===== src/hw/epu_cfg_macros.svh =====
`ifndef EPU_CFG_MACROS_SVH
`define EPU_CFG_MACROS_SVH

// Result buffer geometry, 256 words
`define EPU_BUF_AW 8

// Longest host burst in beats
`define EPU_MAX_BURST 4

// Write request levels on the SRAM port
`define EPU_WRITE_ENB 1'b1
`define EPU_WRITE_DIS 1'b0

`endif

===== src/hw/epu_buf_pkg.sv =====
`include "epu_cfg_macros.svh"

package epu_buf_pkg;

  typedef logic [`EPU_BUF_AW-1:0] buf_addr_t;
  typedef logic [31:0]            buf_word_t;

  // Largest value left after post-processing
  localparam buf_word_t SAT_MAX = 32'h0000_ffff;

  typedef enum logic [2:0] {
    IDLE    = 3'd0,
    EPU_RW  = 3'd1,
    HOST_AR = 3'd2,
    HOST_AW = 3'd3,
    HOST_R  = 3'd4,
    HOST_W  = 3'd5
  } wrap_state_e;

  typedef enum logic [2:0] {
    ENG_IDLE = 3'd0,
    ENG_RD   = 3'd1,
    ENG_WAIT = 3'd2,
    ENG_WR   = 3'd3,
    ENG_DONE = 3'd4
  } engine_state_e;

endpackage


===== src/hw/epu_ifs.sv =====
`timescale 1ns/1ps

interface sp_ram_if;
  import epu_buf_pkg::*;

  logic      cs;
  logic      oe;
  buf_addr_t addr;
  logic      w_req;
  buf_word_t w_data;
  buf_word_t r_data;

  modport master (
    output cs, oe, addr, w_req, w_data,
    input  r_data
  );

  modport memory (
    input  cs, oe, addr, w_req, w_data,
    output r_data
  );
endinterface



===== src/hw/relu_engine.sv =====
`timescale 1ns/1ps
`include "epu_cfg_macros.svh"

module relu_engine (
  input  logic                   clk,
  input  logic                   rst,
  input  logic                   start_i,
  input  epu_buf_pkg::buf_addr_t job_base_i,
  input  epu_buf_pkg::buf_addr_t job_len_i,
  input  logic [4:0]             shift_i,
  output logic                   done_o,
  sp_ram_if.master               ram
);
  import epu_buf_pkg::*;

  engine_state_e state_q;
  engine_state_e state_d;
  buf_addr_t     addr_q;
  buf_addr_t     left_q;
  buf_word_t     res_q;
  buf_word_t     shifted;
  buf_word_t     res_d;

  always_ff @(posedge clk, posedge rst) begin
    if (rst) begin
      state_q <= ENG_IDLE;
      addr_q  <= '0;
      left_q  <= '0;
    end else begin
      state_q <= state_d;
      if (state_q == ENG_IDLE && start_i) begin
        addr_q <= job_base_i;
        left_q <= job_len_i;
      end else if (state_q == ENG_WR && left_q != '0) begin
        addr_q <= addr_q + 1'b1;
        left_q <= left_q - 1'b1;
      end
    end
  end

  always_comb begin
    state_d = state_q;
    case (state_q)
      ENG_IDLE: if (start_i) state_d = ENG_RD;
      ENG_RD:   state_d = ENG_WAIT;
      ENG_WAIT: state_d = ENG_WR;
      ENG_WR:   state_d = (left_q == '0) ? ENG_DONE : ENG_RD;
      // Hold done until the start level drops
      ENG_DONE: if (!start_i) state_d = ENG_IDLE;
      default:  state_d = ENG_IDLE;
    endcase
  end

  // ReLU, logical shift, then clamp to 16 bits
  always_comb begin
    shifted = ram.r_data >> shift_i;
    if (ram.r_data[31])
      res_d = '0;
    else if (shifted > SAT_MAX)
      res_d = SAT_MAX;
    else
      res_d = shifted;
  end

  // Read data is valid in WAIT
  always_ff @(posedge clk) begin
    if (state_q == ENG_WAIT)
      res_q <= res_d;
  end

  always_comb begin
    ram.cs     = 1'b0;
    ram.oe     = 1'b0;
    ram.addr   = addr_q;
    ram.w_req  = `EPU_WRITE_DIS;
    ram.w_data = res_q;
    case (state_q)
      ENG_RD: begin
        ram.cs = 1'b1;
        ram.oe = 1'b1;
      end
      ENG_WR: begin
        ram.cs    = 1'b1;
        ram.w_req = `EPU_WRITE_ENB;
      end
      default: ;
    endcase
  end

  assign done_o = (state_q == ENG_DONE);

endmodule


===== src/flat_wrapper.sv =====
// flat-port wrapper written by rule: the top's interface ports become plain ports
module relu_engine_flat import epu_buf_pkg::*;
  (clk, rst, start_i, job_base_i, job_len_i, shift_i, done_o, ram_cs, ram_oe, ram_addr, ram_w_req, ram_w_data, ram_r_data);
  sp_ram_if ram_i ();
  input  logic clk;
  input  logic rst;
  input  logic start_i;
  input  epu_buf_pkg::buf_addr_t job_base_i;
  input  epu_buf_pkg::buf_addr_t job_len_i;
  input  logic [4:0] shift_i;
  output logic done_o;
  output wire logic [$bits(ram_i.cs)-1:0] ram_cs;
  output wire logic [$bits(ram_i.oe)-1:0] ram_oe;
  output wire logic [$bits(ram_i.addr)-1:0] ram_addr;
  output wire logic [$bits(ram_i.w_req)-1:0] ram_w_req;
  output wire logic [$bits(ram_i.w_data)-1:0] ram_w_data;
  input wire logic [$bits(ram_i.r_data)-1:0] ram_r_data;
  assign ram_cs = ram_i.cs;
  assign ram_oe = ram_i.oe;
  assign ram_addr = ram_i.addr;
  assign ram_w_req = ram_i.w_req;
  assign ram_w_data = ram_i.w_data;
  assign ram_i.r_data = ram_r_data;
  relu_engine u_core (.clk(clk), .rst(rst), .start_i(start_i), .job_base_i(job_base_i), .job_len_i(job_len_i), .shift_i(shift_i), .done_o(done_o), .ram(ram_i));
endmodule

===== config.mk =====
export PLATFORM = sky130hd
export DESIGN_NAME = relu_engine_flat
export DESIGN_NICKNAME = d
export VERILOG_FILES = /design/src/hw/epu_buf_pkg.sv /design/src/hw/epu_ifs.sv /design/src/hw/relu_engine.sv /design/src/flat_wrapper.sv
export VERILOG_INCLUDE_DIRS = /design/src /design/src/hw
export SDC_FILE = /design/constraint.sdc
export NUM_CORES = 1
export LEC_CHECK = 0
export ABC_CLOCK_PERIOD_IN_PS = 7500
export BUFFER_PORTS_ARGS = -buffer_cell sky130_fd_sc_hd__buf_2
export CORE_AREA = 2 2 75 106
export CTS_CLUSTER_SIZE = 28
export DETAILED_ROUTE_END_ITERATION = 8
export DIE_AREA = 0 0 77 108
export PLACE_DENSITY = 0.85
export SKIP_LAST_GASP = 1
export SYNTH_ARGS = -nofsm -noshare
export SYNTH_HDL_FRONTEND = slang
export SYNTH_SLANG_ARGS = --single-unit

===== constraint.sdc =====
create_clock -name clk -period 7.5 [get_ports clk]
set_clock_uncertainty 0.05 [all_clocks]
set_input_delay 0 -clock clk [delete_from_list [all_inputs] [get_ports clk]]
set_output_delay 0 -clock clk [all_outputs]
set_load 0.02 [all_outputs]

Word level (Yosys, flattened, before mapping)
Cells that the tools add are included.

word-level totals
  register bits after elaboration = 51
  bits of input ports = 56
  output and inout port bits = 44

cells by class
  multiplexer cells = 12
  $add $sub $neg = 2
  eq/ne operators = 6
  reduce and logical (&&, ||, !) cells = 9
  $lt $le $gt $ge = 1
  shifts and indexed selects = 1

operators with widths
  operator                                                                 count
  32-bit by 16-bit > comparator with 1-bit output (second input constant)  1
  8-bit two-way mux                                                        4
  32-bit by 5-bit right shift with 32-bit output                           1
  16-bit two-way mux                                                       1
  3-bit one-hot mux with 5 select lines                                    1
  3-bit two-way mux                                                        3
  8-bit by 1-bit adder with 8-bit output (second input constant)           1
  8-bit logical NOT                                                        1
  8-bit nonzero test                                                       1
  8-bit by 1-bit subtractor with 8-bit output (second input constant)      1
  3-bit by 2-bit equality test with 1-bit output (second input constant)   2
  2-bit != test (second input constant)                                    2
  2-bit OR reduction                                                       2
  3-bit by 1-bit equality test with 1-bit output (second input constant)   1
  3-bit equality test (second input constant)                              1
  3-bit logical NOT                                                        1
  1-bit two-way mux                                                        3
  1-bit logical AND                                                        2
  2-bit AND reduction                                                      1
  2-bit nonzero test                                                       1

Longest topological paths before layout
  word-level depth = 4
  depth in mapped cells = 10

Worst setup path after synthesis
Ideal clock, no wire load.

  path kind = flip-flop to flip-flop
  start point = reg u_core.state_q[2]
  end point = reg u_core.res_q[0] (netlist: u_core.ram.w_data[0]), enable pin
  path slack = 4.128 ns
  data required time = 6.980 ns
  library setup time = 0.470 ns
  cell stages (with the launch flop) = 2
  clock period less this slack = 3.372 ns
  data arrival time = 2.853 ns
  buffers on the path = 0
  path through = dfrtp_1 nor3b_1

on the way
  cells in the longest elaborated chain, start to end = 1

RTL lines
  element                                         RTL line           text
  from (decl)                                     relu_engine.sv:16  engine_state_e state_q;
  from (signal assigned)                          relu_engine.sv:30  state_q <= state_d;
  3-bit by 2-bit equality test with 1-bit output  relu_engine.sv:67  if (state_q == ENG_WAIT)
  to (signal assigned)                            relu_engine.sv:68  res_q <= res_d;
  to (decl)                                       relu_engine.sv:20  buf_word_t res_q;

Every way passes these cells.
A chain may end at the register's enable or synchronous reset.

Worst setup path after layout
  start point = in shift_i[1]
  end point = reg u_core.res_q[1] (netlist: u_core.ram.w_data[1]) (data pin)

on the way
  cells in the longest elaborated chain, start to end = 3

RTL lines
  element                                           RTL line            text
  from (decl)                                       flat_wrapper.sv:10  input logic [4:0] shift_i;
  32-bit by 5-bit right shift with 32-bit output *  relu_engine.sv:56   shifted = ram.r_data >> shift_i;
  32-bit by 16-bit > comparator with 1-bit output   relu_engine.sv:59   else if (shifted > SAT_MAX)
  16-bit two-way mux *                              relu_engine.sv:59

Every way passes the cells marked *; elsewhere a longest branch is shown, timed or not.

==> results.ini <==
[sta]
setup_tns_ns=0
finalSetupViolCount=0
relSlewSlack_pct=40.2
holdWs_ns=0.159
fmax_mhz=382
drv_slew=0
min_period_ns=2.62
period_share_pct=34.9
rsz0062_at_grt=false
tightest_slew_ns=0.897
hold_viol_final=0

[cts]
clk_pin_slew_ns=0.08
cts.sinks=51
clk_latency_ns=0.31
clockBufferDepth=2
cts_setup_buffers=0
postCtsResizedCells=0
cts_tree=done
h-tree-depth=2
root_buffer=clkbuf_8
numCtsBuffers=5

[global_routing]
grt_pass1_wl_um=18600
grt_pass1_vias=3769
grt_antenna_before_repair=0
grt_start_max_net_pins=58
grt.total_usage_pct=28.2
overflow=0

[routing]
vias_per_cell=6.28
drc=0
drtPass1Iterations=5
routedWlPerCell_um=18.8
antenna_left=0
route.vias.total=3869
wl_um=11600
drt-initial-drc-count=220

[logic_synthesis]
synth_edf_count=32
syn_area_um2=4240
ys_types=68
ys_top_cells_by_count=47 x nand2_1, 32 x edfxtp_1, 29 x mux2i_1, 29 x o21ai_0, 28 x mux4_2
synth_area_leader_cell=edfxtp_1
avgSynthCellArea_um2=10.4
ys_seq_elements=51
ys_warn_count=0
synthTopCellsByArea=edfxtp_1 23%, mux4_2 15%, dfrtp_1 11%
synth_top_area_share_pct=22.7
synthArstFlopShare_pct=37.3
post-synth-top-count-cell=nand2_1
ys_seq_area_share_pct=33.9
synthesis.instances=408
synth_top_flop_cell=edfxtp_1

[run]
drv_cap=0

[worst_setup_path]
rr_startpoint=u_core.left_q[4]
arrival_ns=2.60
reg2reg_to=u_core.ram.addr[6]
startpoint_type=input port
cp.required_ns=7.49
crit_start=shift_i[1]
end_kind=register
critPathKind=input port to register
crit_fanout=57
ff2ff_setup_slack_ns=4.97
rr_worst_depth=6
crit_end=u_core.ram.w_data[1]

[hold_path]
hold_path_depth=2
hold_class=input port to register
hold_start=ram_r_data[31]

[floorplan]
initial_core_util_pct=57.9
rows=37
fp.dieH_um=108
dieArea_um2=8320
fp.coreArea_um2=7310
io_pins=100
die_x_um=77

[final_layout]
drive_gt1_share_pct=31.6
nNetsFinal=577
syn2layout_area_growth_pct=19.4
nFillCells=553
diodes=0
multi_input_area_um2=2660
ff_latch_area_um2=1440

[status]
outcome=completed

[placement]
gp_congestion=0.946
hpwlAfterDp_um=8050
port_buffers=99

[power_and_ir_drop]
ir_drop_v=0.000156
power_density_nw_per_um2=245
p_leak_nw=2.02

## cells in the final DEF, fill, tap and decap left out, drive strengths merged, types with 9 or more instances in the layout
cell         Yosys  final
mux2i           29     29
dlygate4sd3      0     18
a21oi           23     23
o21ai           31     31
nand3           12     12
conb             1     16
inv              9      9
mux2            10     10
nor2            24     24
buf             18    103
edfxtp          32     32
dfrtp           19     19
mux4            30     30
nand2           47     47
## power breakdown
part           total (mW)  internal [mW]  switching, mW
registers           0.492          0.418         0.0732
logic               0.579          0.212          0.367
clock network       0.168         0.0838         0.0842
total                1.24          0.714          0.524
## sequential cells by signal, summed over array words and instances (netlist names)
| register | cells |
|---|---|
| u_core.left_q | 8 |
| u_core.ram.addr | 8 |
| u_core.ram.w_data | 32 |
| u_core.state_q | 3 |
## critical path: stages
cell      delay [ns]
buf_2           0.07
buf_4           0.55
mux4_1          0.63
mux2_2          0.32
a211oi_2        0.26
o211ai_2        0.19
o31ai_4         0.41
a41oi_1         0.15
## metrics by stage
stage / std cells / area, µm² / total power, mW / setup slack, ns / utilization, %
detailed placement: 590 / 4780 / 1.04 / 4.57 / 65.3
global placement: 590 / 4780 / 1.02 / 4.64 / 65.3
finish: 616 / 5060 / 1.24 / 4.88 / 69.2
CTS: 616 / 5060 / 1.22 / 4.90 / 69.2
global route: 616 / 5060 / 1.31 / 4.62 / 69.2
floorplan: 423 / 4290 / 0.868 / 4.13 / -
## logic make-up (layout without fill, tap and decap cells)
group / Yosys count / after routing / synth area share (%)
compound gates: 105 / 105 / 17.4
xor+xnor: 14 / 14 / 2.89
fa+ha+maj: 3 / 3 / 0.886
buf+inv: 42 / 138 / 4.96
flops: 51 / 51 / 33.9
mux: 69 / 69 / 25.7
other cells: 1 / 16 / 0.0885
simple gates: 123 / 123 / 14.1
## cell type report
cell class | instances | share of cell area, %
Clock inverter | 1 | 0.148
Clock buffer | 7 | 1.90
Inverter | 9 | 0.668
Multi-Input combinational cell | 330 | 52.5
Sequential cell | 51 | 28.4
Tap cell | 97 | 2.40
Timing Repair Buffer | 121 | 13.9
## per-layer routing
layer  GRT usage, %  up-vias  routed length, µm  share of wire [%]
li1               -     1788                  -                  -
met1           32.8     1830               4290                 37
met2           48.7      211               5970                 52
met3           4.42       40                751                6.5
met4           18.0        0                573                4.9
met5              0        -                  0                  0
## worst min-delay path by stage
| stage | end |
|---|---|
| after floorplan | u_core.left_q[0] |
| after global placement | u_core.state_q[2] |
| after detailed placement | u_core.state_q[0] |
| after CTS | u_core.ram.w_data[13] |
| after global routing | u_core.ram.w_data[7] |
| final | u_core.ram.w_data[13] |
## timing repair
action	in CTS	in global routing
setup endpoints to repair	0	0
hold endpoints to repair	37	0
hold buffers	18	0
No activity file was read; power rests on OpenSTA's default activity.
