### config.mk
export PLATFORM = sky130hd
export DESIGN_NAME = output_buffer_wrapper_flat
export DESIGN_NICKNAME = d
export VERILOG_FILES = /design/src/hw/epu_buf_pkg.sv /design/src/hw/epu_bus_pkg.sv /design/src/hw/epu_ifs.sv /design/src/hw/output_buffer_wrapper.sv /design/src/flat_wrapper.sv
export VERILOG_INCLUDE_DIRS = /design/src /design/src/hw
export SDC_FILE = /design/constraint.sdc
export NUM_CORES = 1
export LEC_CHECK = 0
export ABC_AREA = 1
export BUFFER_PORTS_ARGS = -buffer_cell sky130_fd_sc_hd__buf_2
export CAP_MARGIN = 15
export CORE_AREA = 5 5 98 100
export CTS_CLUSTER_SIZE = 10
export DETAILED_ROUTE_END_ITERATION = 7
export DIE_AREA = 0 0 103 105
export HOLD_SLACK_MARGIN = 0.08
export SETUP_SLACK_MARGIN = 0.02
export SYNTH_ARGS = -nofsm -noshare
export SYNTH_HDL_FRONTEND = slang
export SYNTH_SLANG_ARGS = --single-unit
### constraint.sdc
create_clock -name clk -period 1.6 [get_ports clk]
set_input_delay 0.32 -clock clk [delete_from_list [all_inputs] [get_ports clk]]
set_output_delay 0.32 -clock clk [all_outputs]
set_load 0.05 [all_outputs]
### src/hw/epu_cfg_macros.svh
`ifndef EPU_CFG_MACROS_SVH
`define EPU_CFG_MACROS_SVH

// Result buffer geometry, 256 words
`define EPU_BUF_AW 8

// Longest host burst in beats
`define EPU_MAX_BURST 4

// Write request levels on the SRAM port
`define EPU_WRITE_ENB 1'b1
`define EPU_WRITE_DIS 1'b0

`endif
### src/hw/epu_buf_pkg.sv
`include "epu_cfg_macros.svh"

package epu_buf_pkg;

  typedef logic [`EPU_BUF_AW-1:0] buf_addr_t;
  typedef logic [31:0]            buf_word_t;

  // Largest value left after post-processing
  localparam buf_word_t SAT_MAX = 32'h0000_ffff;

  typedef enum logic [2:0] {
    IDLE    = 3'd0,
    EPU_RW  = 3'd1,
    HOST_AR = 3'd2,
    HOST_AW = 3'd3,
    HOST_R  = 3'd4,
    HOST_W  = 3'd5
  } wrap_state_e;

  typedef enum logic [2:0] {
    ENG_IDLE = 3'd0,
    ENG_RD   = 3'd1,
    ENG_WAIT = 3'd2,
    ENG_WR   = 3'd3,
    ENG_DONE = 3'd4
  } engine_state_e;

endpackage

### src/hw/epu_bus_pkg.sv
`include "epu_cfg_macros.svh"

package epu_bus_pkg;

  // Byte address as seen by the host
  typedef logic [31:0] host_addr_t;

  typedef logic [31:0] host_data_t;

  // Beats minus one
  typedef logic [$clog2(`EPU_MAX_BURST)-1:0] host_len_t;

  // Address step between beats
  localparam host_addr_t HOST_BEAT_BYTES = 32'd4;

endpackage

### src/hw/epu_ifs.sv
`timescale 1ns/1ps

interface sp_ram_if;
  import epu_buf_pkg::*;

  logic      cs;
  logic      oe;
  buf_addr_t addr;
  logic      w_req;
  buf_word_t w_data;
  buf_word_t r_data;

  modport master (
    output cs, oe, addr, w_req, w_data,
    input  r_data
  );

  modport memory (
    input  cs, oe, addr, w_req, w_data,
    output r_data
  );
endinterface

interface host_req_if;
  import epu_bus_pkg::*;

  logic       arhns;
  logic       awhns;
  logic       whns;
  logic       rdfin;
  logic       wrfin;
  host_addr_t addr;
  host_data_t wdata;
  logic       rhns;
  // Wrapper takes a pending request out of IDLE
  logic       acc;
  // Wrapper sits in the write beat state
  logic       wgnt;

  modport port (
    output arhns, awhns, whns, rdfin, wrfin, addr, wdata,
    input  rhns, acc, wgnt
  );

  modport wrap (
    input  arhns, awhns, whns, rdfin, wrfin, addr, wdata,
    output rhns, acc, wgnt
  );
endinterface

### src/hw/output_buffer_wrapper.sv
`timescale 1ns/1ps
`include "epu_cfg_macros.svh"

module output_buffer_wrapper (
  input  logic                    clk,
  input  logic                    rst,
  input  logic                    enb_i,
  input  logic                    start_i,
  input  logic                    done_i,
  host_req_if.wrap                req,
  sp_ram_if.memory                epu,
  sp_ram_if.master                mem,
  output logic                    rvalid_o,
  output epu_bus_pkg::host_data_t rdata_o
);
  import epu_buf_pkg::*;

  wrap_state_e state_q;
  wrap_state_e state_d;
  buf_addr_t   host_word_addr;

  always_ff @(posedge clk, posedge rst) begin
    if (rst)
      state_q <= IDLE;
    else
      state_q <= state_d;
  end

  always_comb begin
    state_d = state_q;
    case (state_q)
      IDLE: begin
        // A finished job still holding start must not re-enter
        if (start_i && !done_i)
          state_d = EPU_RW;
        else if (req.arhns)
          state_d = HOST_AR;
        else if (req.awhns)
          state_d = HOST_AW;
      end
      HOST_AR: state_d = enb_i ? HOST_R : IDLE;
      HOST_AW: state_d = enb_i ? HOST_W : IDLE;
      HOST_R:  state_d = req.rdfin ? IDLE : HOST_AR;
      HOST_W:  if (req.wrfin && req.whns) state_d = IDLE;
      EPU_RW:  if (done_i && start_i) state_d = IDLE;
      default: state_d = IDLE;
    endcase
  end

  // Byte address to word address
  assign host_word_addr = req.addr[`EPU_BUF_AW+1:2];

  always_comb begin
    mem.cs     = 1'b0;
    mem.oe     = 1'b0;
    mem.addr   = host_word_addr;
    mem.w_req  = `EPU_WRITE_DIS;
    mem.w_data = req.wdata;
    case (state_q)
      EPU_RW: begin
        mem.cs     = epu.cs;
        mem.oe     = epu.oe;
        mem.addr   = epu.addr;
        mem.w_req  = epu.w_req;
        mem.w_data = epu.w_data;
      end
      HOST_AR: begin
        mem.cs = 1'b1;
        mem.oe = 1'b1;
      end
      HOST_W: begin
        mem.cs    = req.whns;
        mem.w_req = req.whns ? `EPU_WRITE_ENB : `EPU_WRITE_DIS;
      end
      default: ;
    endcase
  end

  assign epu.r_data = mem.r_data;

  // Registered read data shows up one cycle after HOST_AR
  assign rvalid_o = (state_q == HOST_R);
  assign rdata_o  = rvalid_o ? mem.r_data : '0;

  assign req.rhns = (state_q == HOST_R);
  assign req.wgnt = (state_q == HOST_W);
  assign req.acc  = (state_q == IDLE) && !(start_i && !done_i) &&
                    (req.arhns || req.awhns);

endmodule

### src/flat_wrapper.sv
// flat-port wrapper written by rule: the top's interface ports become plain ports
module output_buffer_wrapper_flat import epu_buf_pkg::*;
  (clk, rst, enb_i, start_i, done_i, rvalid_o, rdata_o, req_arhns, req_awhns, req_whns, req_rdfin, req_wrfin, req_addr, req_wdata, req_rhns, req_acc, req_wgnt, epu_cs, epu_oe, epu_addr, epu_w_req, epu_w_data, epu_r_data, mem_cs, mem_oe, mem_addr, mem_w_req, mem_w_data, mem_r_data);
  host_req_if req_i ();
  sp_ram_if epu_i ();
  sp_ram_if mem_i ();
  input  logic clk;
  input  logic rst;
  input  logic enb_i;
  input  logic start_i;
  input  logic done_i;
  output logic rvalid_o;
  output epu_bus_pkg::host_data_t rdata_o;
  input wire logic [$bits(req_i.arhns)-1:0] req_arhns;
  input wire logic [$bits(req_i.awhns)-1:0] req_awhns;
  input wire logic [$bits(req_i.whns)-1:0] req_whns;
  input wire logic [$bits(req_i.rdfin)-1:0] req_rdfin;
  input wire logic [$bits(req_i.wrfin)-1:0] req_wrfin;
  input wire logic [$bits(req_i.addr)-1:0] req_addr;
  input wire logic [$bits(req_i.wdata)-1:0] req_wdata;
  output wire logic [$bits(req_i.rhns)-1:0] req_rhns;
  output wire logic [$bits(req_i.acc)-1:0] req_acc;
  output wire logic [$bits(req_i.wgnt)-1:0] req_wgnt;
  input wire logic [$bits(epu_i.cs)-1:0] epu_cs;
  input wire logic [$bits(epu_i.oe)-1:0] epu_oe;
  input wire logic [$bits(epu_i.addr)-1:0] epu_addr;
  input wire logic [$bits(epu_i.w_req)-1:0] epu_w_req;
  input wire logic [$bits(epu_i.w_data)-1:0] epu_w_data;
  output wire logic [$bits(epu_i.r_data)-1:0] epu_r_data;
  output wire logic [$bits(mem_i.cs)-1:0] mem_cs;
  output wire logic [$bits(mem_i.oe)-1:0] mem_oe;
  output wire logic [$bits(mem_i.addr)-1:0] mem_addr;
  output wire logic [$bits(mem_i.w_req)-1:0] mem_w_req;
  output wire logic [$bits(mem_i.w_data)-1:0] mem_w_data;
  input wire logic [$bits(mem_i.r_data)-1:0] mem_r_data;
  assign req_i.arhns = req_arhns;
  assign req_i.awhns = req_awhns;
  assign req_i.whns = req_whns;
  assign req_i.rdfin = req_rdfin;
  assign req_i.wrfin = req_wrfin;
  assign req_i.addr = req_addr;
  assign req_i.wdata = req_wdata;
  assign req_rhns = req_i.rhns;
  assign req_acc = req_i.acc;
  assign req_wgnt = req_i.wgnt;
  assign epu_i.cs = epu_cs;
  assign epu_i.oe = epu_oe;
  assign epu_i.addr = epu_addr;
  assign epu_i.w_req = epu_w_req;
  assign epu_i.w_data = epu_w_data;
  assign epu_r_data = epu_i.r_data;
  assign mem_cs = mem_i.cs;
  assign mem_oe = mem_i.oe;
  assign mem_addr = mem_i.addr;
  assign mem_w_req = mem_i.w_req;
  assign mem_w_data = mem_i.w_data;
  assign mem_i.r_data = mem_r_data;
  output_buffer_wrapper u_core (.clk(clk), .rst(rst), .enb_i(enb_i), .start_i(start_i), .done_i(done_i), .req(req_i), .epu(epu_i), .mem(mem_i), .rvalid_o(rvalid_o), .rdata_o(rdata_o));
endmodule
# ---- Yosys cells after proc, flatten, opt, wreduce, memory -nomap -nowiden
# Index checks and enable logic that the tools add are counted.
dict set report classes {
  mux 16
  n_reduce_logical 10
  n_eq_ne 8
}
# op count
set ops {}
lappend ops {{$mux W32} 2}
lappend ops {{$mux W3} 7}
lappend ops {{$pmux W3 S6} 1}
lappend ops {{$mux W8} 1}
lappend ops {{$eq A3 B2 Y1 const B} 2}
lappend ops {{$eq A3 B3 Y1 const B} 2}
lappend ops {{$logic_and A1 B1 Y1} 5}
lappend ops {{$ne A2 B1 Y1 const B} 2}
lappend ops {{$ne A4 B4 Y1 const B} 1}
lappend ops {{$pmux W1 S2} 2}
lappend ops {{$eq A3 B1 Y1 const B} 1}
lappend ops {{$logic_not A3 Y1} 1}
lappend ops {{$pmux W1 S3} 1}
lappend ops {{$reduce_and A3 Y1} 1}
lappend ops {{$logic_not A1 Y1} 2}
lappend ops {{$mux W2} 1}
lappend ops {{$logic_or A1 B1 Y1} 1}
lappend ops {{$mux W1} 1}
dict set report word_totals {
  register_bits 3
  out_inout_bits 111
  input_bits 149
  word_cells 35
}

# ---- Depth between registers and ports, before layout
# Gate-level depths: netlist of run 1.
dict set report logic_depth {
  depth_word 5
  mapped_depth 7
  depth_no_buf 7
}

# ---- Least setup slack after synthesis of run 1
# OpenSTA, ideal clock, no wires.
dict set report synth_timing {
  kind {register -> output}
  startpoint {register u_core.state_q[1]}
  endpoint {output mem_w_data[11]}
  n_path_buf 2
  stages_incl_launch_ff 6
  required_ns 1.280
  arrival_ns 1.921
  path_slack_ns -0.641
  cell_sequence {dfrtp_1 -> inv_2 -> nand3_2 -> buf_6 -> buf_6 -> o21ai_0}
}
dict set report synth_between {
  elab_chain_len 2
}
# element line_no
set synth_lines {}
lappend synth_lines {{from (decl)} output_buffer_wrapper.sv:18} ;# wrap_state_e state_q;
lappend synth_lines {{from (signal assigned)} output_buffer_wrapper.sv:26} ;# state_q <= state_d;
lappend synth_lines {{$eq A3 B1 Y1} output_buffer_wrapper.sv:59} ;# case (state_q)
lappend synth_lines {{$mux W32} output_buffer_wrapper.sv:59}
lappend synth_lines {{to (decl)} flat_wrapper.sv:34} ;# output wire logic [$bits(mem_i.w_data)-1:0] mem_w_data;
# Every way passes these cells.

# ---- Final worst setup path of run 1
dict set report layout_timing {
  startpoint {register u_core.state_q[0]}
  endpoint {output rdata_o[28]}
}
dict set report layout_between {
  elab_chain_len 2
}
# element line_no
set layout_lines {}
lappend layout_lines {{$eq A3 B3 Y1} output_buffer_wrapper.sv:82} ;# assign rvalid_o = (state_q == HOST_R);
lappend layout_lines {{$mux W32} output_buffer_wrapper.sv:83} ;# assign rdata_o = rvalid_o ? mem.r_data : '0;
lappend layout_lines {{to (decl)} flat_wrapper.sv:13} ;# output epu_bus_pkg::host_data_t rdata_o;
# Every way passes these cells.

==> impl_metrics.py, run 1 <==
metrics = {
    "run_status": {
        "outcome": "complete, but fails checks",
        "violations": "setup timing",
    },
    "worst_hold_path": {
        "worst_hold_path.endpoint": "u_core.state_q[2]$_DFFE_PP0P_",
        "hp-class": "primary input to flop",
        "hp-start": "enb_i",
        "min_path_cells": 2,
    },
    "layout": {
        "fillCellCount": 804,
        "multi_input_area_um2": 1230,
        "finalNetCount": 645,
        "top_regs": "u_core.state_q (3)",
        "drive_above_1_share_pct": 76.8,
        "top_register": "u_core.state_q",
        "final_cell_mix": "buf_2, inv_1, buf_6",
        "area_delta_synth_final_pct": 191,
        "largest_reg_flops": 3,
        "regArea_um2": 75.1,
        "final_util_pct": 46.0,
        "diodes": 0,
        "fin_cells": 603,
        "layout_commonest_cell": "buf_2",
    },
    "global_routing": {
        "grt_use_total_pct": 12.7,
        "grt_start_max_net_pins": 18,
        "overflow": 0,
        "grt_pass1_vias": 2461,
        "antenna_found_initial": 0,
        "grt_first_pass_wirelength_um": 11300,
    },
    "logic_synthesis": {
        "synth_area_leader_cell": "inv_1",
        "yosys_warnings": 0,
        "synthTopCellsByArea": "inv_1, buf_4, nand2_1",
        "yosysTopAreaCellShare_pct": 22.7,
        "synthCells": 275,
        "synth_cell_type_count": 17,
        "syn-cell-area_um2": 1360,
        "syn-num-nets": 424,
        "syn_avg_cell_area_um2": 4.93,
        "yosysSeqAreaShare_pct": 5.54,
        "ys_seq_elements": 3,
    },
    "setup_path": {
        "reg2regPathDepth": 7,
        "rrSetupSlack_ns": 0.28,
        "cp_data_required_time_ns": 1.28,
        "cp-end-kind": "output pin",
        "crit_type": "flop to output pin",
        "crit_arrival_ns": 1.44,
        "start_kind": "flop",
        "rr_startpoint": "u_core.state_q[0]$_DFFE_PP0P_",
        "r2r-end": "u_core.state_q[1]$_DFFE_PP0P_",
        "worstPathMaxFanout": 17,
    },
    "route": {
        "ant_nets": 0,
        "drt_iter0_markers": 30,
        "drc": 0,
        "viasPerCell": 3.94,
        "via_count": 2378,
        "routed_wl_um": 7670,
        "firstDrtPassIters": 3,
        "wl_per_cell_um": 12.7,
    },
    "placed_design": {
        "place_inst": 583,
        "place_congestion": 0.741,
        "port_buffers": 235,
        "place_hpwl_um": 5540,
    },
    "sta": {
        "holdWs_ns": 0.383,
        "worst_pin_slew_ns": 0.312,
        "rsz0062_at_grt": "true",
        "fin_setup_tns_ns": -9.77,
        "min_period_over_period_pct": 110,
        "timing.fmax_ghz": 0.569,
        "clock_skew_ns": 0.00276,
        "max_slew_margin_pct": 79.1,
        "slew_viol_final": 0,
        "setup_ws_ns": -0.159,
        "period_needed_ns": 1.76,
        "finalHoldViolCount": 0,
        "setup_viol_count_final": 78,
    },
    "clocking": {
        "cts_buffers": 3,
        "clkLatencyLatePin_ns": 0.21,
        "clk_pin_slew_ns": 0.03,
        "clockBufferDepth": 2,
        "cts.htree.levels": 1,
        "cts.sinks": 3,
        "cts_tree": "built",
        "cts-root-buf": "clkbuf_8",
    },
    "pwr": {
        "p_leak_uw": 0.00227,
        "peakVddDrop_mv": 0.825,
        "total_power_uw": 7740,
        "powerDensity_nw_per_um2": 1960,
    },
    "floorplan": {
        "num_rows": 34,
        "coreArea_um2": 8590,
        "start_util_pct": 15.8,
        "dieHeight_um": 105,
        "die_area_um2": 10800,
        "die_w_um": 103,
        "num_io_pins": 260,
    },
    "flow_run": {
        "drv_cap": 0,
    },
}
## layout make-up
type                       instances  share of cell area, %
tap                              108                   3.42
sequential                         3                   1.90
clock buffer                       4                   1.14
multi-input combinational        143                   31.1
timing repair buffer             261                   54.3
inverter                          84                   8.14
## cell usage after synthesis, drive strengths merged
library cell,number
nand3,7
dfrtp,3
buf,44
nor2,39
nand4,2
clkbuf,1
nand2,51
inv,84
a31o,1
o21ai,43
## worst max-delay path by stage
stage / from / endpoint / slack, ns / cells past startpoint
after floorplan: u_core.state_q[1]$_DFFE_PP0P_ / mem_addr[0] / -0.23 / 4
after global placement: u_core.state_q[0]$_DFFE_PP0P_ / req_acc / -0.04 / 7
after detailed placement: u_core.state_q[0]$_DFFE_PP0P_ / rdata_o[9] / -0.05 / 6
after CTS: u_core.state_q[1]$_DFFE_PP0P_ / mem_w_data[1] / -0.17 / 6
after global routing: u_core.state_q[0]$_DFFE_PP0P_ / rdata_o[26] / -0.21 / 6
final: u_core.state_q[0]$_DFFE_PP0P_ / rdata_o[28] / -0.16 / 6
## kinds of logic after synthesis
group	synth area share, %
compound gates	16.5
buf+inv	48.4
flops	5.53
simple gates	29.5
## layer usage
| layer | up-vias | wire, µm | global-route usage (%) |
|---|---|---|---|
| li1 | 1197 | - | - |
| met3 | 2 | 754 | 2.66 |
| met5 | - | 0 | 0 |
| met4 | 0 | 7 | 1.20 |
| met2 | 120 | 4540 | 27.6 |
| met1 | 1059 | 2370 | 11.7 |
## power breakdown
group          switching (µW)  leakage, µW  internal [µW]
logic                    4410      0.00221           2970
registers                30.5    0.0000386            108
clock network            46.2    0.0000228            170
total                    4490      0.00227           3250
## critical path: stages (launching register included)
cell and delay, ns:
dfrtp_1 0.42, buf_6 0.15, inv_4 0.06, nand3_4 0.11
buf_12 0.18, nor2_1 0.12, buf_6 0.17
## timing repair
action,CTS,global route
pin swaps,4,3
buffers inserted,6,0
hold endpoints to repair,3,0
hold buffers,1,0
gates resized for setup,223,27
setup endpoints to repair,78,78
gates cloned,7,2
## through the flow
stage	cell area, µm²	setup slack [ns]
finish	3950	-0.159
floorplan	1750	-0.225
CTS	3820	-0.169
detailed placement	2840	-0.0537
global route	3950	-0.212
global placement	2840	-0.0419
Power figures use the tool's default switching activity.
==> run 2, diff against run 1 <==
Settings changed: CORE_AREA 5 5 98 100 to 2 2 101 103.
==> run 2 against run 1 <==
Effect of this change:
- the run still ends with setup timing left
- cell count rose by 4.3%
- register-to-register slack worse by 0.07 ns
- non-clock buffer count increased by 1
- sequential share of layout area grew 0.078 points
- die area is the same
- first-iteration DRC count increased by 43%
- global-route usage down 1.5 points
==> impl_metrics.py, run 2 (synthesized netlist as in run 1, its figures left out) <==
metrics = {
    "sta": {
        "max_slew_margin_pct": 83.8,
        "fin_setup_tns_ns": -9.51,
        "worst_pin_slew_ns": 0.241,
        "setup_ws_ns": -0.187,
        "min_period_over_period_pct": 112,
        "setup_viol_count_final": 79,
        "period_needed_ns": 1.79,
        "finalHoldViolCount": 0,
        "clock_skew_ns": 0.00108,
        "slew_viol_final": 0,
        "timing.fmax_ghz": 0.560,
        "rsz0062_at_grt": "true",
    },
    "global_routing": {
        "grt_pass1_vias": 2318,
        "overflow": 0,
        "grt_start_max_net_pins": 35,
        "grt_use_total_pct": 11.3,
        "grt_first_pass_wirelength_um": 10000,
        "antenna_found_initial": 0,
    },
    "layout": {
        "diodes": 0,
        "final_cell_mix": "buf_2, inv_1, buf_6",
        "final_util_pct": 40.0,
        "area_delta_synth_final_pct": 185,
        "finalNetCount": 646,
        "top_regs": "u_core.state_q (3)",
        "top_register": "u_core.state_q",
        "drive_above_1_share_pct": 74.6,
        "fillCellCount": 990,
        "largest_reg_flops": 3,
        "layout_commonest_cell": "buf_2",
    },
    "clocking": {
        "cts_buffers": 3,
        "cts.sinks": 3,
        "clkLatencyLatePin_ns": 0.22,
        "cts.htree.levels": 1,
        "cts-root-buf": "clkbuf_8",
        "clk_pin_slew_ns": 0.03,
        "cts_tree": "built",
        "clockBufferDepth": 2,
    },
    "run_status": {
        "violations": "setup timing",
        "outcome": "complete, but fails checks",
    },
    "floorplan": {
        "start_util_pct": 14.1,
        "num_rows": 36,
        "dieHeight_um": 105,
        "coreArea_um2": 9640,
        "die_area_um2": 10800,
        "die_w_um": 103,
        "num_io_pins": 260,
    },
    "route": {
        "firstDrtPassIters": 4,
        "routed_wl_um": 7150,
        "drc": 0,
        "ant_nets": 0,
        "via_count": 2364,
        "wl_per_cell_um": 11.4,
        "drt_iter0_markers": 43,
        "viasPerCell": 3.76,
    },
    "worst_hold_path": {
        "min_path_cells": 2,
        "worst_hold_path.endpoint": "u_core.state_q[2]$_DFFE_PP0P_",
        "hp-start": "enb_i",
        "hp-class": "primary input to flop",
    },
    "pwr": {
        "p_leak_uw": 0.00222,
        "peakVddDrop_mv": 0.811,
        "powerDensity_nw_per_um2": 1900,
    },
    "setup_path": {
        "worstPathMaxFanout": 13,
        "reg2regPathDepth": 10,
        "crit_type": "flop to output pin",
        "cp-end-kind": "output pin",
        "cp_data_required_time_ns": 1.28,
        "rrSetupSlack_ns": 0.21,
        "r2r-end": "u_core.state_q[0]$_DFFE_PP0P_",
        "start_kind": "flop",
        "crit_arrival_ns": 1.47,
        "rr_startpoint": "u_core.state_q[1]$_DFFE_PP0P_",
    },
    "placed_design": {
        "place_hpwl_um": 5160,
        "place_congestion": 0.709,
        "port_buffers": 235,
    },
    "flow_run": {
        "drv_cap": 0,
    },
}
==> run 2: worst max-delay path, cell delays in order (launching register included) <==
cell     delay (ns)
dfrtp_1        0.38
inv_2          0.09
nand3_4        0.14
buf_12         0.18
buf_12         0.15
nand2_2        0.09
o21ai_4        0.06
buf_6          0.15
==> run 2: how the worst max path moves through the flow <==
stage / start / to / slack (ns) / depth (start not counted)
after floorplan: u_core.state_q[1]$_DFFE_PP0P_ / mem_addr[0] / -0.23 / 4
after global routing: u_core.state_q[1]$_DFFE_PP0P_ / mem_w_data[13] / -0.27 / 7
after global placement: u_core.state_q[0]$_DFFE_PP0P_ / mem_w_data[9] / -0.07 / 5
final: u_core.state_q[1]$_DFFE_PP0P_ / mem_w_data[13] / -0.19 / 7
after CTS: u_core.state_q[1]$_DFFE_PP0P_ / mem_w_data[11] / -0.23 / 6
after detailed placement: u_core.state_q[0]$_DFFE_PP0P_ / mem_w_data[9] / -0.09 / 5
==> run 2: power by group <==
group / internal [µW] / switching (µW)
clock network: 170 / 52.0
registers: 110 / 32.8
logic: 2650 / 4300
total: 2930 / 4390
==> run 2: metal layers <==
metal | vias up | share of wire [%] | GRT usage (%)
met5 | - | 0 | 0
li1 | 1203 | - | -
met4 | 0 | 0.84 | 1.69
met3 | 6 | 8.9 | 2.27
met2 | 122 | 54 | 22.3
met1 | 1033 | 36 | 12.1
==> run 2: stage by stage <==
stage	hold slack (ns)	std cells	total power, µW	cell area (µm²)	worst slack [ns]
finish	0.371	629	7320	3860	-0.187
global route	0.387	629	7670	3860	-0.267
CTS	0.369	629	7130	3700	-0.227
detailed placement	0.192	613	5310	2910	-0.0894
global placement	0.190	613	5270	2910	-0.0716
floorplan	0.0736	275	4300	1750	-0.225
==> run 2: layout make-up <==
type / instances / area [µm²] / share of cell area [%]
clock buffer: 4 / 45.0 / 1.17
inverter: 84 / 319 / 8.27
multi-input combinational: 143 / 1230 / 31.8
sequential: 3 / 76.3 / 1.98
tap: 133 / 166 / 4.31
timing repair buffer: 262 / 2030 / 52.5
==> run 2: repair_timing <==
item / 4_1_cts / 5_1_grt
resized for setup: 184 / 46
hold endpoints to repair: 3 / 0
hold buffers: 1 / 0
gates cloned: 4 / 0
pin swaps: 4 / 1
buffers inserted: 7 / 1
endpoints found under the setup margin: 79 / 79
